===== src/verilog/wb_pkg.sv =====
// Shared register, thread and G port source types for the writeback control

`default_nettype none

package wb_pkg;

   // Fixed thread count of the core
   localparam int NUM_THREADS = 4;

   // Register file destination index
   typedef logic [4:0] reg_addr_t;

   // Thread id
   typedef logic [1:0] tid_t;

   // Per-thread mask, one bit per thread
   typedef logic [NUM_THREADS-1:0] thr_mask_t;

   // Source driving the G write port
   typedef enum logic [1:0] {
      G_LOAD    = 2'd0,
      G_RESTORE = 2'd1,
      G_MULDIV  = 2'd2
   } g_src_e;

   // One-hot thread decode
   function automatic thr_mask_t tid_to_mask(input tid_t tid);
      thr_mask_t mask;
      mask = '0;
      mask[tid] = 1'b1;
      return mask;
   endfunction

endpackage

`default_nettype wire


===== src/verilog/exu_wb_ctl.sv =====
// Writeback control top level joining the trackers, the port arbiter and completion

`default_nettype none

module exu_wb_ctl (
   input  wire logic              clk,
   input  wire logic              reset,
   // Pipeline
   input  wire logic              inst_wen_d,
   input  wire logic              kill_e,
   input  wire logic              restore_e,
   input  wire logic              return_d,
   input  wire logic              fill_e,
   input  wire logic              inst_vld_e,
   input  wire logic              kill_m,
   input  wire wb_pkg::reg_addr_t rd_m,
   input  wire wb_pkg::tid_t      tid_m,
   input  wire wb_pkg::thr_mask_t thr_m,
   input  wire logic              flush_w,
   input  wire logic              inst_vld_w,
   input  wire logic              flush_w1,
   input  wire wb_pkg::tid_t      tid_w1,
   // Load return
   input  wire logic              ld_vld_g,
   input  wire wb_pkg::reg_addr_t ld_rd_g,
   input  wire wb_pkg::tid_t      ld_tid_g,
   input  wire logic              ldst_miss_g2,
   // Mul/div request
   input  wire logic              muldiv_valid,
   input  wire wb_pkg::reg_addr_t muldiv_rd,
   input  wire wb_pkg::tid_t      muldiv_tid,
   input  wire logic              muldiv_setcc,
   output logic                   muldiv_ready,
   // Other completions
   input  wire logic              rmlop_done_e,
   input  wire wb_pkg::thr_mask_t swap_done,
   // Register file W1 port
   output logic                   wb_e,
   output logic                   sel_pipe_m,
   output logic                   sel_load_m,
   output logic                   sel_restore_m,
   output wb_pkg::reg_addr_t      irf_rd_m,
   output wb_pkg::tid_t           irf_tid_m,
   output logic                   irf_wen_w,
   // Register file G port
   output wb_pkg::g_src_e         g_src,
   output logic                   irf_wen_g,
   output wb_pkg::reg_addr_t      irf_rd_g,
   output wb_pkg::tid_t           irf_tid_g,
   output logic                   irf_wen_w2,
   output wb_pkg::reg_addr_t      irf_rd_w2,
   output wb_pkg::tid_t           irf_tid_w2,
   output logic                   setcc_g,
   output wb_pkg::thr_mask_t      longop_done_g
);

   logic              wb_m;
   logic              pipe_wen_w;
   logic              w1_nopipe_wen_w;
   logic              ld_busy_g2;
   logic              ld_wen_g2;
   wb_pkg::reg_addr_t ld_rd_g2;
   wb_pkg::tid_t      ld_tid_g2;
   logic              return_e;
   logic              restore_request;
   logic              restore_wen;
   wb_pkg::reg_addr_t restore_rd;
   wb_pkg::tid_t      restore_tid;
   wb_pkg::thr_mask_t restore_done;
   logic              restore_picked;
   wb_pkg::thr_mask_t muldiv_done_g;

   wb_pipe_valid u_pipe_valid (
      .clk, .reset, .inst_wen_d, .kill_e, .restore_e, .kill_m, .flush_w, .inst_vld_w,
      .wb_e, .wb_m, .pipe_wen_w
   );

   wb_load_stage u_load_stage (
      .clk, .reset, .ld_vld_g, .ld_rd_g, .ld_tid_g, .ldst_miss_g2, .flush_w1, .tid_w1,
      .ld_busy_g2, .ld_wen_g2, .ld_rd_g2, .ld_tid_g2
   );

   // The E write enable of the pipe qualifies the restore
   wb_restore_tracker u_restore_tracker (
      .clk, .reset, .restore_e, .inst_wen_e(wb_e), .return_d, .fill_e, .inst_vld_e,
      .rd_m, .tid_m, .flush_w, .inst_vld_w, .restore_picked,
      .return_e, .restore_request, .restore_wen, .restore_rd, .restore_tid, .restore_done
   );

   wb_port_arbiter u_port_arbiter (
      .clk, .reset, .wb_m, .rd_m, .tid_m,
      .ld_busy_g2, .ld_wen_g2, .ld_rd_g2, .ld_tid_g2,
      .restore_request, .restore_wen, .restore_rd, .restore_tid,
      .muldiv_valid, .muldiv_rd, .muldiv_tid, .muldiv_setcc,
      .sel_pipe_m, .sel_load_m, .sel_restore_m, .irf_rd_m, .irf_tid_m, .w1_nopipe_wen_w,
      .g_src, .irf_wen_g, .irf_rd_g, .irf_tid_g, .irf_wen_w2, .irf_rd_w2, .irf_tid_w2,
      .muldiv_ready, .setcc_g, .muldiv_done_g, .restore_picked
   );

   wb_longop_done u_longop_done (
      .clk, .reset, .rmlop_done_e, .restore_e, .inst_wen_e(wb_e), .return_e, .inst_vld_e,
      .kill_e, .thr_m, .kill_m, .muldiv_done_g, .restore_done, .swap_done,
      .longop_done_g
   );

   // W1 write from the pipe or from a load or restore
   assign irf_wen_w = pipe_wen_w | w1_nopipe_wen_w;

endmodule

`default_nettype wire


===== src/verilog/wb_load_stage.sv =====
// Load return register stage with kill on miss and on a thread flush

`default_nettype none

module wb_load_stage (
   input  wire logic              clk,
   input  wire logic              reset,
   input  wire logic              ld_vld_g,
   input  wire wb_pkg::reg_addr_t ld_rd_g,
   input  wire wb_pkg::tid_t      ld_tid_g,
   input  wire logic              ldst_miss_g2,
   input  wire logic              flush_w1,
   input  wire wb_pkg::tid_t      tid_w1,
   output logic                   ld_busy_g2,
   output logic                   ld_wen_g2,
   output wb_pkg::reg_addr_t      ld_rd_g2,
   output wb_pkg::tid_t           ld_tid_g2
);

   logic kill_ld_g2;

   // Return valid, claims a port whether or not it is killed
   always_ff @(posedge clk) begin
      if (reset) begin
         ld_busy_g2 <= 1'b0;
      end else begin
         ld_busy_g2 <= ld_vld_g;
      end
   end

   always_ff @(posedge clk) begin
      ld_rd_g2  <= ld_rd_g;
      ld_tid_g2 <= ld_tid_g;
   end

   // Flush only hits the load of the same thread
   assign kill_ld_g2 = flush_w1 & (ld_tid_g2 == tid_w1);
   assign ld_wen_g2  = ld_busy_g2 & ~kill_ld_g2 & ~ldst_miss_g2;

endmodule

`default_nettype wire


===== src/verilog/wb_longop_done.sv =====
// Per-thread completion mask for long operations

`default_nettype none

module wb_longop_done (
   input  wire logic              clk,
   input  wire logic              reset,
   input  wire logic              rmlop_done_e,
   input  wire logic              restore_e,
   input  wire logic              inst_wen_e,
   input  wire logic              return_e,
   input  wire logic              inst_vld_e,
   input  wire logic              kill_e,
   input  wire wb_pkg::thr_mask_t thr_m,
   input  wire logic              kill_m,
   input  wire wb_pkg::thr_mask_t muldiv_done_g,
   input  wire wb_pkg::thr_mask_t restore_done,
   input  wire wb_pkg::thr_mask_t swap_done,
   output wb_pkg::thr_mask_t      longop_done_g
);

   logic              short_done_e;
   logic              short_done_m;
   wb_pkg::thr_mask_t short_done;

   // A restore without a register write finishes right away
   // Instruction valid guards against a stray completion
   assign short_done_e = (rmlop_done_e | (restore_e & ~inst_wen_e & ~return_e))
                         & inst_vld_e & ~kill_e;

   always_ff @(posedge clk) begin
      if (reset) begin
         short_done_m <= 1'b0;
      end else begin
         short_done_m <= short_done_e;
      end
   end

   assign short_done = thr_m & {wb_pkg::NUM_THREADS{short_done_m & ~kill_m}};

   ////////////////////
   // Merge
   ////////////////////
   assign longop_done_g = muldiv_done_g | restore_done | short_done | swap_done;

endmodule

`default_nettype wire


===== src/verilog/wb_pipe_valid.sv =====
// Pipeline write-enable tracking from D to W with per-stage kills

`default_nettype none

module wb_pipe_valid (
   input  wire logic clk,
   input  wire logic reset,
   input  wire logic inst_wen_d,
   input  wire logic kill_e,
   input  wire logic restore_e,
   input  wire logic kill_m,
   input  wire logic flush_w,
   input  wire logic inst_vld_w,
   output logic      wb_e,
   output logic      wb_m,
   output logic      pipe_wen_w
);

   logic valid_e;
   logic valid_m;
   logic wb_w;

   // A restore cannot complete in the pipe, so its E write is dropped
   assign valid_e = wb_e & ~kill_e & ~restore_e;
   assign valid_m = wb_m & ~kill_m;

   ////////////////////
   // Stage registers
   ////////////////////
   always_ff @(posedge clk) begin
      if (reset) begin
         wb_e <= 1'b0;
         wb_m <= 1'b0;
         wb_w <= 1'b0;
      end else begin
         wb_e <= inst_wen_d;
         wb_m <= valid_e;
         wb_w <= valid_m;
      end
   end

   // Late flush and instruction valid are checked in W
   assign pipe_wen_w = wb_w & ~flush_w & inst_vld_w;

endmodule

`default_nettype wire


===== src/verilog/wb_port_arbiter.sv =====
// W1 and G port source selection, mul/div handshake and the G to W2 register

`default_nettype none

module wb_port_arbiter (
   input  wire logic              clk,
   input  wire logic              reset,
   input  wire logic              wb_m,
   input  wire wb_pkg::reg_addr_t rd_m,
   input  wire wb_pkg::tid_t      tid_m,
   input  wire logic              ld_busy_g2,
   input  wire logic              ld_wen_g2,
   input  wire wb_pkg::reg_addr_t ld_rd_g2,
   input  wire wb_pkg::tid_t      ld_tid_g2,
   input  wire logic              restore_request,
   input  wire logic              restore_wen,
   input  wire wb_pkg::reg_addr_t restore_rd,
   input  wire wb_pkg::tid_t      restore_tid,
   input  wire logic              muldiv_valid,
   input  wire wb_pkg::reg_addr_t muldiv_rd,
   input  wire wb_pkg::tid_t      muldiv_tid,
   input  wire logic              muldiv_setcc,
   output logic                   sel_pipe_m,
   output logic                   sel_load_m,
   output logic                   sel_restore_m,
   output wb_pkg::reg_addr_t      irf_rd_m,
   output wb_pkg::tid_t           irf_tid_m,
   output logic                   w1_nopipe_wen_w,
   output wb_pkg::g_src_e         g_src,
   output logic                   irf_wen_g,
   output wb_pkg::reg_addr_t      irf_rd_g,
   output wb_pkg::tid_t           irf_tid_g,
   output logic                   irf_wen_w2,
   output wb_pkg::reg_addr_t      irf_rd_w2,
   output wb_pkg::tid_t           irf_tid_w2,
   output logic                   muldiv_ready,
   output logic                   setcc_g,
   output wb_pkg::thr_mask_t      muldiv_done_g,
   output logic                   restore_picked
);

   logic sel_load_g;
   logic sel_restore_g;
   logic muldiv_xfer;
   logic w1_nopipe_wen_m;

   ////////////////////
   // W1 port
   ////////////////////
   assign sel_pipe_m    = wb_m;
   assign sel_load_m    = ~wb_m & ld_busy_g2;
   assign sel_restore_m = ~wb_m & ~ld_busy_g2;

   assign irf_rd_m  = sel_pipe_m ? rd_m  : (sel_load_m ? ld_rd_g2  : restore_rd);
   assign irf_tid_m = sel_pipe_m ? tid_m : (sel_load_m ? ld_tid_g2 : restore_tid);

   // Load and restore writes skip the W stage checks of the pipe
   assign w1_nopipe_wen_m = (sel_load_m & ld_wen_g2) | (sel_restore_m & restore_wen);

   ////////////////////
   // G port
   ////////////////////
   // Priority load, restore, mul/div
   assign sel_load_g    = ld_busy_g2 & wb_m;
   assign sel_restore_g = restore_request & (wb_m ^ ld_busy_g2);
   assign muldiv_ready  = ~(sel_load_g | sel_restore_g);
   assign muldiv_xfer   = muldiv_valid & muldiv_ready;

   always_comb begin
      if (sel_load_g) begin
         g_src = wb_pkg::G_LOAD;
      end else if (sel_restore_g) begin
         g_src = wb_pkg::G_RESTORE;
      end else begin
         g_src = wb_pkg::G_MULDIV;
      end
   end

   always_comb begin
      case (g_src)
         wb_pkg::G_LOAD: begin
            irf_rd_g  = ld_rd_g2;
            irf_tid_g = ld_tid_g2;
         end
         wb_pkg::G_RESTORE: begin
            irf_rd_g  = restore_rd;
            irf_tid_g = restore_tid;
         end
         default: begin
            irf_rd_g  = muldiv_rd;
            irf_tid_g = muldiv_tid;
         end
      endcase
   end

   assign irf_wen_g = (sel_load_g & ld_wen_g2) | (sel_restore_g & restore_wen) | muldiv_xfer;

   // Condition codes only change on an accepted mul/div
   assign setcc_g       = muldiv_xfer & muldiv_setcc;
   assign muldiv_done_g = wb_pkg::tid_to_mask(muldiv_tid)
                          & {wb_pkg::NUM_THREADS{muldiv_xfer}};

   assign restore_picked = restore_request & (sel_restore_m | sel_restore_g);

   ////////////////////
   // W and W2 registers
   ////////////////////
   always_ff @(posedge clk) begin
      if (reset) begin
         w1_nopipe_wen_w <= 1'b0;
         irf_wen_w2      <= 1'b0;
      end else begin
         w1_nopipe_wen_w <= w1_nopipe_wen_m;
         irf_wen_w2      <= irf_wen_g;
      end
   end

   always_ff @(posedge clk) begin
      irf_rd_w2  <= irf_rd_g;
      irf_tid_w2 <= irf_tid_g;
   end

endmodule

`default_nettype wire


===== src/verilog/wb_restore_tracker.sv =====
// Restore pipeline from E to W, pending flag, captured destination and done pulse

`default_nettype none

module wb_restore_tracker (
   input  wire logic              clk,
   input  wire logic              reset,
   input  wire logic              restore_e,
   input  wire logic              inst_wen_e,
   input  wire logic              return_d,
   input  wire logic              fill_e,
   input  wire logic              inst_vld_e,
   input  wire wb_pkg::reg_addr_t rd_m,
   input  wire wb_pkg::tid_t      tid_m,
   input  wire logic              flush_w,
   input  wire logic              inst_vld_w,
   input  wire logic              restore_picked,
   output logic                   return_e,
   output logic                   restore_request,
   output logic                   restore_wen,
   output wb_pkg::reg_addr_t      restore_rd,
   output wb_pkg::tid_t           restore_tid,
   output wb_pkg::thr_mask_t      restore_done
);

   logic vld_restore_e;
   logic restore_m;
   logic restore_w;
   logic vld_restore_w;
   logic restore_pending;
   logic pending_next;

   // Returns switch the window back on their own and need no tracking
   assign vld_restore_e = restore_e & inst_wen_e & ~return_e & ~fill_e & inst_vld_e;

   ////////////////////
   // Restore pipe
   ////////////////////
   always_ff @(posedge clk) begin
      if (reset) begin
         return_e        <= 1'b0;
         restore_m       <= 1'b0;
         restore_w       <= 1'b0;
         restore_pending <= 1'b0;
      end else begin
         return_e        <= return_d;
         restore_m       <= vld_restore_e;
         restore_w       <= restore_m;
         restore_pending <= pending_next;
      end
   end

   // Destination is taken while the restore sits in M
   always_ff @(posedge clk) begin
      if (restore_m) begin
         restore_rd  <= rd_m;
         restore_tid <= tid_m;
      end
   end

   // A restore in W claims a port even before its flush is known
   assign vld_restore_w   = restore_w & ~flush_w & inst_vld_w;
   assign restore_request = restore_w | restore_pending;
   assign restore_wen     = vld_restore_w | restore_pending;

   // Wait until some port takes the write
   assign pending_next = (vld_restore_w | restore_pending) & ~restore_picked;

   assign restore_done = wb_pkg::tid_to_mask(restore_tid)
                         & {wb_pkg::NUM_THREADS{restore_picked & restore_wen}};

endmodule

`default_nettype wire

===== config.mk =====
export PLATFORM = sky130hd
export DESIGN_NAME = exu_wb_ctl
export DESIGN_NICKNAME = d
export VERILOG_FILES = /design/src/verilog/wb_pkg.sv /design/src/verilog/exu_wb_ctl.sv /design/src/verilog/wb_load_stage.sv /design/src/verilog/wb_longop_done.sv /design/src/verilog/wb_pipe_valid.sv /design/src/verilog/wb_port_arbiter.sv /design/src/verilog/wb_restore_tracker.sv
export SDC_FILE = /design/constraint.sdc
export NUM_CORES = 1
export LEC_CHECK = 0
export ABC_CLOCK_PERIOD_IN_PS = 1600
export BUFFER_PORTS_ARGS = -buffer_cell sky130_fd_sc_hd__clkbuf_2
export CORE_AREA = 10 10 76 65
export CTS_CLUSTER_SIZE = 25
export DETAILED_ROUTE_END_ITERATION = 6
export DIE_AREA = 0 0 86 75
export PLACE_DENSITY = 0.8
export SYNTH_ARGS = -nofsm -noshare
export SYNTH_HDL_FRONTEND = slang
export SYNTH_SLANG_ARGS = --single-unit

===== constraint.sdc =====
create_clock -name clk -period 1.6 [get_ports clk]
set_input_delay 0 -clock clk [delete_from_list [all_inputs] [get_ports clk]]
set_output_delay 0 -clock clk [all_outputs]
set_load 0.02 [all_outputs]

; After elaboration in Yosys (flattened, before gate mapping)
; Cells that the tools add are included.
[word_totals]
wordCells = 99
out_inout_bits = 36
in_bits = 48
register_bits = 32
[classes]
reduce_logical = 3
n_bitwise = 61
n_lt_le_gt_ge = 4
n_eq_ne = 2
mux = 12
[op_table]
columns = cell, count
row1 = 1-bit AND, 32
row2 = 1-bit NOT, 13
row3 = 4-bit AND, 3
row4 = 4-bit OR, 3
row5 = 5-bit two-way mux, 2
row6 = 5-bit one-hot mux with 2 select lines, 1
row7 = 1-bit OR, 9
row8 = 2-bit two-way mux, 4
row9 = 2-bit by 3-bit < comparator with 1-bit output (second input constant), 2
row10 = 1-bit demux with 2-bit select, 2
row11 = 2-bit by 1-bit >= comparator with 1-bit output (second input constant), 2
row12 = 2-bit one-hot mux with 2 select lines, 1
row13 = 2-bit by 1-bit equality test with 1-bit output (second input constant), 1
row14 = 2-bit equality test, 1
row15 = 1-bit logical AND, 2
row16 = 2-bit logical NOT, 1
row17 = 1-bit two-way mux, 2
row18 = 1-bit bitwise XOR, 1

; Logic depth before layout (Yosys ltp)
[depth]
word_depth = 9
ltp_mapped = 6
ltp_nobuf = 6

; By module
; Synthesis repeated with hierarchy kept, for this count alone.
[unflattened]
hier_cells = 137
hier_area_um2 = 1452.6
[by_module_without_submodules]
columns = mod, area_each_um2, instances, seq_area_each_um2, cells_per_inst
row1 = wb_port_arbiter, 628.1, 1, 180.2, 79
row2 = wb_restore_tracker, 424.2, 1, 290.3, 28
row3 = wb_load_stage, 196.4, 1, 160.2, 13
row4 = wb_longop_done, 100.1, 1, 20.0, 9
row5 = wb_pipe_valid, 97.6, 1, 60.1, 7
row6 = exu_wb_ctl, 6.3, 1, 0.0, 1

; Least setup slack after synthesis
; No wires, ideal clock.
[synth_timing]
kind = reg2reg
start = register u_pipe_valid.wb_m
end = register u_port_arbiter.irf_rd_w2[0]
period_less_slack_ns = 1.982
slack_ns = -0.382
arrival_time_ns = 1.815
stages_incl_launch_ff = 7
setup_ns = 0.167
n_path_buf = 1
required_ns = 1.433
path_cell_list = dfxtp_1 -> inv_1 -> ha_1 -> o21ai_4 -> nand2b_1 -> buf_2 -> a2bb2oi_1
[synth_via]
elab_chain_cells = 6
elab_cells_between_ends = 8
cone_classes = 1 x eq/ne / 3 x mux / 3 x bitwise / 1 x reduce/logical
[synth_rtl]
columns = item, line
row1 = "start, declared", wb_pipe_valid.sv:15  ; output logic wb_m,
row2 = "start signal, assigned", wb_pipe_valid.sv:37  ; wb_m <= valid_e;
row3 = 1-bit bitwise XOR, wb_port_arbiter.sv:65  ; assign sel_restore_g = restore_request & (wb_m ^ ld_busy_g2);
row4 = 1-bit AND, wb_port_arbiter.sv:65
row5 = 2-bit two-way mux, wb_port_arbiter.sv:72  ; end else if (sel_restore_g) begin
row6 = 2-bit two-way mux (*), wb_port_arbiter.sv:70  ; if (sel_load_g) begin
row7 = 2-bit by 1-bit equality test with 1-bit output or 2-bit logical NOT (tied branches), wb_port_arbiter.sv:80  ; case (g_src)
row8 = 5-bit one-hot mux with 2 select lines (*), wb_port_arbiter.sv:80
row9 = net irf_rd_g[0], exu_wb_ctl.sv:48  ; output wb_pkg::reg_addr_t irf_rd_g,
row10 = "end signal, assigned", wb_port_arbiter.sv:119  ; irf_rd_w2 <= irf_rd_g;
row11 = "end, declared", wb_port_arbiter.sv:34  ; output wb_pkg::reg_addr_t irf_rd_w2,
; Mark *: on every way through the listed nets, which the timed path passes. The rest lies on a longest branch.
; A chain may end at the register's enable or synchronous reset.

; Final worst setup path
[layout_timing]
start = register u_load_stage.ld_busy_g2
end = output port longop_done_g[2]
[layout_via]
elab_chain_cells = 9
elab_cells_between_ends = 16
cone_classes = 16 x bitwise
[layout_rtl]
columns = item, line
row1 = "start, declared", wb_load_stage.sv:14  ; output logic ld_busy_g2,
row2 = "start signal, assigned", wb_load_stage.sv:27  ; ld_busy_g2 <= ld_vld_g;
row3 = 1-bit bitwise XOR or 1-bit NOT (tied branches), "wb_port_arbiter.sv:65, wb_port_arbiter.sv:52"
row4 = 1-bit AND (on tied branches), "wb_port_arbiter.sv:65, wb_port_arbiter.sv:52"
row5 = 1-bit OR (on tied branches), "wb_port_arbiter.sv:103, wb_port_arbiter.sv:66"
row6 = 1-bit AND or 1-bit NOT (tied branches), "wb_port_arbiter.sv:103, wb_port_arbiter.sv:66"
row7 = 1-bit AND (on tied branches), "wb_restore_tracker.sv:70, wb_port_arbiter.sv:67"
row8 = 4-bit AND (on tied branches), "wb_restore_tracker.sv:70, wb_port_arbiter.sv:101"
row9 = 4-bit OR (*) (3 in series), wb_longop_done.sv:44  ; assign longop_done_g = muldiv_done_g | restore_done | short_done | swap_done;
row10 = "end, declared", exu_wb_ctl.sv:54  ; output wb_pkg::thr_mask_t longop_done_g
; Every way passes the cells marked *; elsewhere a longest branch is shown, timed or not.

==> impl_metrics.toml <==
[run_status]
result_of_the_run = "finished, violations left"
failed_checks = "negative setup slack"

[worst_hold_path]
min_path_type = "input port to flip-flop"
hold-path-cell-count = 2

[floorplanning]
design.portCount = 84
die_area_um2 = 6450
design.core.area_um2 = 3400
chipHeight_um = 75
die_w_um = 86
num_rows = 19
initial_core_utilization = 0.427

[place]
globalplace.congestion = 0.799
pre_cts_ws_ps = 42.2
post_dp_hpwl_mm = 3.58
placement.cell_area_um2 = 2000
port-buffer-count = 83

[run]
number_of_max_cap_violations = 0

[yosys]
synth-main-ff-cell = "dfxtp_1"
synthesis.area_per_instance_um2 = 10.0
synthesis.nets = 197
synth_enable_flop_cells = 7
synth.yosys.seq_area_share = 0.490
count_of_synthesis_stage_warnings_from_yosys = 0
async_flop_share = 0
synth_unique_cells = 35
synthDominantCellAreaShare = 0.345
syn_inst = 145
synth_area_leader_cell = "dfxtp_1"
area_of_the_mapped_netlist_um2 = 1450
synthTopCellsByArea = "dfxtp_1 34%, edfxtp_1 14%, mux2i_1 4.8%"
synth.ff_latch_count = 32

[timing]
skew_ps = 2.93
tightestPinTransition_ps = 440
post-route-worst-setup-slack_ps = -117
final_critical_path_required_period_ps = 1720
setup_viol = 18
max_freq_mhz = 582
timing.slew.headroom = 0.703
finalCritPeriodShare = 1.07
timing.final.max_slew_violations = 0
final_hold_viol_count = 0
rsz_0062_raised_after_global_routing = "yes"

[final_layout]
final_util = 0.771
layout.cell_area.non_filler_um2 = 2620
fin_nets = 315
drive_above_1_share = 0.477
layout.cells.most_common_list = "62 x clkbuf_2, 23 x dlygate4sd3_1, 23 x dfxtp_1"
antennaDiodeCount = 0
areaGrowthSynthToFinish_pct = 80.6
mostFrequentLayoutCell = "clkbuf_2"

[grt]
grt_start_max_net_pins = 17
grt_remaining_overflow = 0
globalRouteTotalUtil = 0.150
grt_antenna_before_repair = 0
wire_length_of_the_first_global_routing_pass_mm = 7.80
grt_pass1_vias = 1578

[power_and_ir_drop]
comb_power_share = 0.211
share_of_total_power_in_the_clock_network = 0.317
post-layout-total-power_uw = 1840
power.switching_fraction = 0.257
cell_internal_pwr_uw = 1360
power.static_leakage_uw = 0.00117
total_switching_power_uw = 473
pwr-share-seq = 0.472
power_density_nw_per_um2 = 700
ir_worst_vdd_mv = 0.652

[cts]
path_clk_slew_ps = 60
cts_htree_levels = 2
clock_latency_ps = 280
clock_tree.root_cell = "clkbuf_8"
cts-buffers-inserted = 5
cts.sinks = 32
clock_tree_from_tritoncts = "yes"
ctsLongestPathBuffers = 2

[setup_path]
r2r_cells = 6
setup.worst_path.class = "flip-flop to output pin"
worstSetupStartpointType = "flip-flop"
setup.reg_to_reg.worst_slack_ps = 210
cp_max_fo = 4
required_ps = 1600
critical_path_arrival_ps = 1720
sort_of_element_at_the_end_of_the_critical_path = "output pin"

[drt]
postRouteWirelength_mm = 5.04
vias_per_cell = 5.02
drt_iter0_drc = 75
ant_nets = 0
total_via_count_after_detailed_routing = 1536
remaining_drc_errors = 0
routed_wire_length_per_instance_um = 16.5
drt_pre_antenna_iters = 7
-- critical path, cell delays in order (launching register included) --
cell	delay, ps
dfxtp_2	330
inv_1	60
ha_4	260
o21a_1	110
or4_1	410
o211ai_1	100
buf_4	170
-- worst paths after layout --
path | start | endpoint
setup / recovery | u_load_stage.ld_busy_g2$_SDFF_PP0_ | longop_done_g[2]
hold / removal | muldiv_rd[0] | u_port_arbiter.irf_rd_w2[0]$_DFF_P_
setup reg to reg | u_pipe_valid.wb_m$_SDFF_PP0_ | u_port_arbiter.irf_tid_w2[0]$_DFF_P_
hold reg to reg | u_pipe_valid.wb_e$_SDFF_PP0_ | u_pipe_valid.wb_m$_SDFF_PP0_
-- what timing repair did --
action | 4_1_cts | 5_1_grt
hold endpoints to repair | 21 | 0
setup endpoints to repair | 22 | 20
pin swaps | 8 | 6
hold buffers | 23 | 0
gates resized for setup | 45 | 35
setup buffers | 4 | 1
-- cell families after synthesis --
| group | synth area share |
|---|---|
| buf+inv | 0.0431 |
| simple gates | 0.155 |
| compound gates | 0.217 |
| fa+ha+maj | 0.0345 |
| mux | 0.0483 |
| xor+xnor | 0.0121 |
| flops | 0.490 |
-- per-stage QoR --
step                TNS (ps)  hold WS, ps  std cells
CTS                    -1070         3.90        305
global placement           0          103        271
finish                 -1090         25.2        306
floorplan              -88.1         27.7        145
global route           -2460         18.1        306
detailed placement         0          104        271
-- synth_stat cells, types with 5 or more instances --
cell       count
nand2_1       18
dfxtp_1       25
o21ai_0        8
mux2i_1        7
o211ai_1       6
inv_1          5
edfxtp_1       7
o21bai_1       6
a21oi_1        6
nor2b_1        8
a2bb2oi_1      7
-- layout make-up --
cell class                      count  area, um2
Fill cell                         218        778
Clock inverter                      2       11.3
Tap cell                           42       52.6
Timing Repair Buffer              119        885
Clock buffer                        6       72.6
Multi-Input combinational cell    100        861
Inverter                            5       23.8
Sequential cell                    32        716
-- power groups by stage --
stage | registers [uW] | clock network (uW) | logic (uW)
finish | 867 | 581 | 387
global route | 870 | 633 | 414
CTS | 867 | 598 | 360
detailed placement | 884 | 0 | 281
global placement | 883 | 0 | 278
floorplan | 898 | 0 | 132
-- layer usage --
layer,GRT usage,wire [um]
met1,0.159,1950
met2,0.267,2560
met3,0.0647,457
met4,0.0420,68
met5,0,0
-- registers in the layout (all words and copies together) (netlist names), 2 cells and up --
| name | cells |
|---|---|
| u_load_stage.ld_tid_g2 | 2 |
| u_restore_tracker.restore_rd | 5 |
| u_restore_tracker.restore_tid | 2 |
| u_port_arbiter.irf_rd_w2 | 5 |
| u_port_arbiter.irf_tid_w2 | 2 |
| u_load_stage.ld_rd_g2 | 5 |
(Power assumes the default switching activity.)
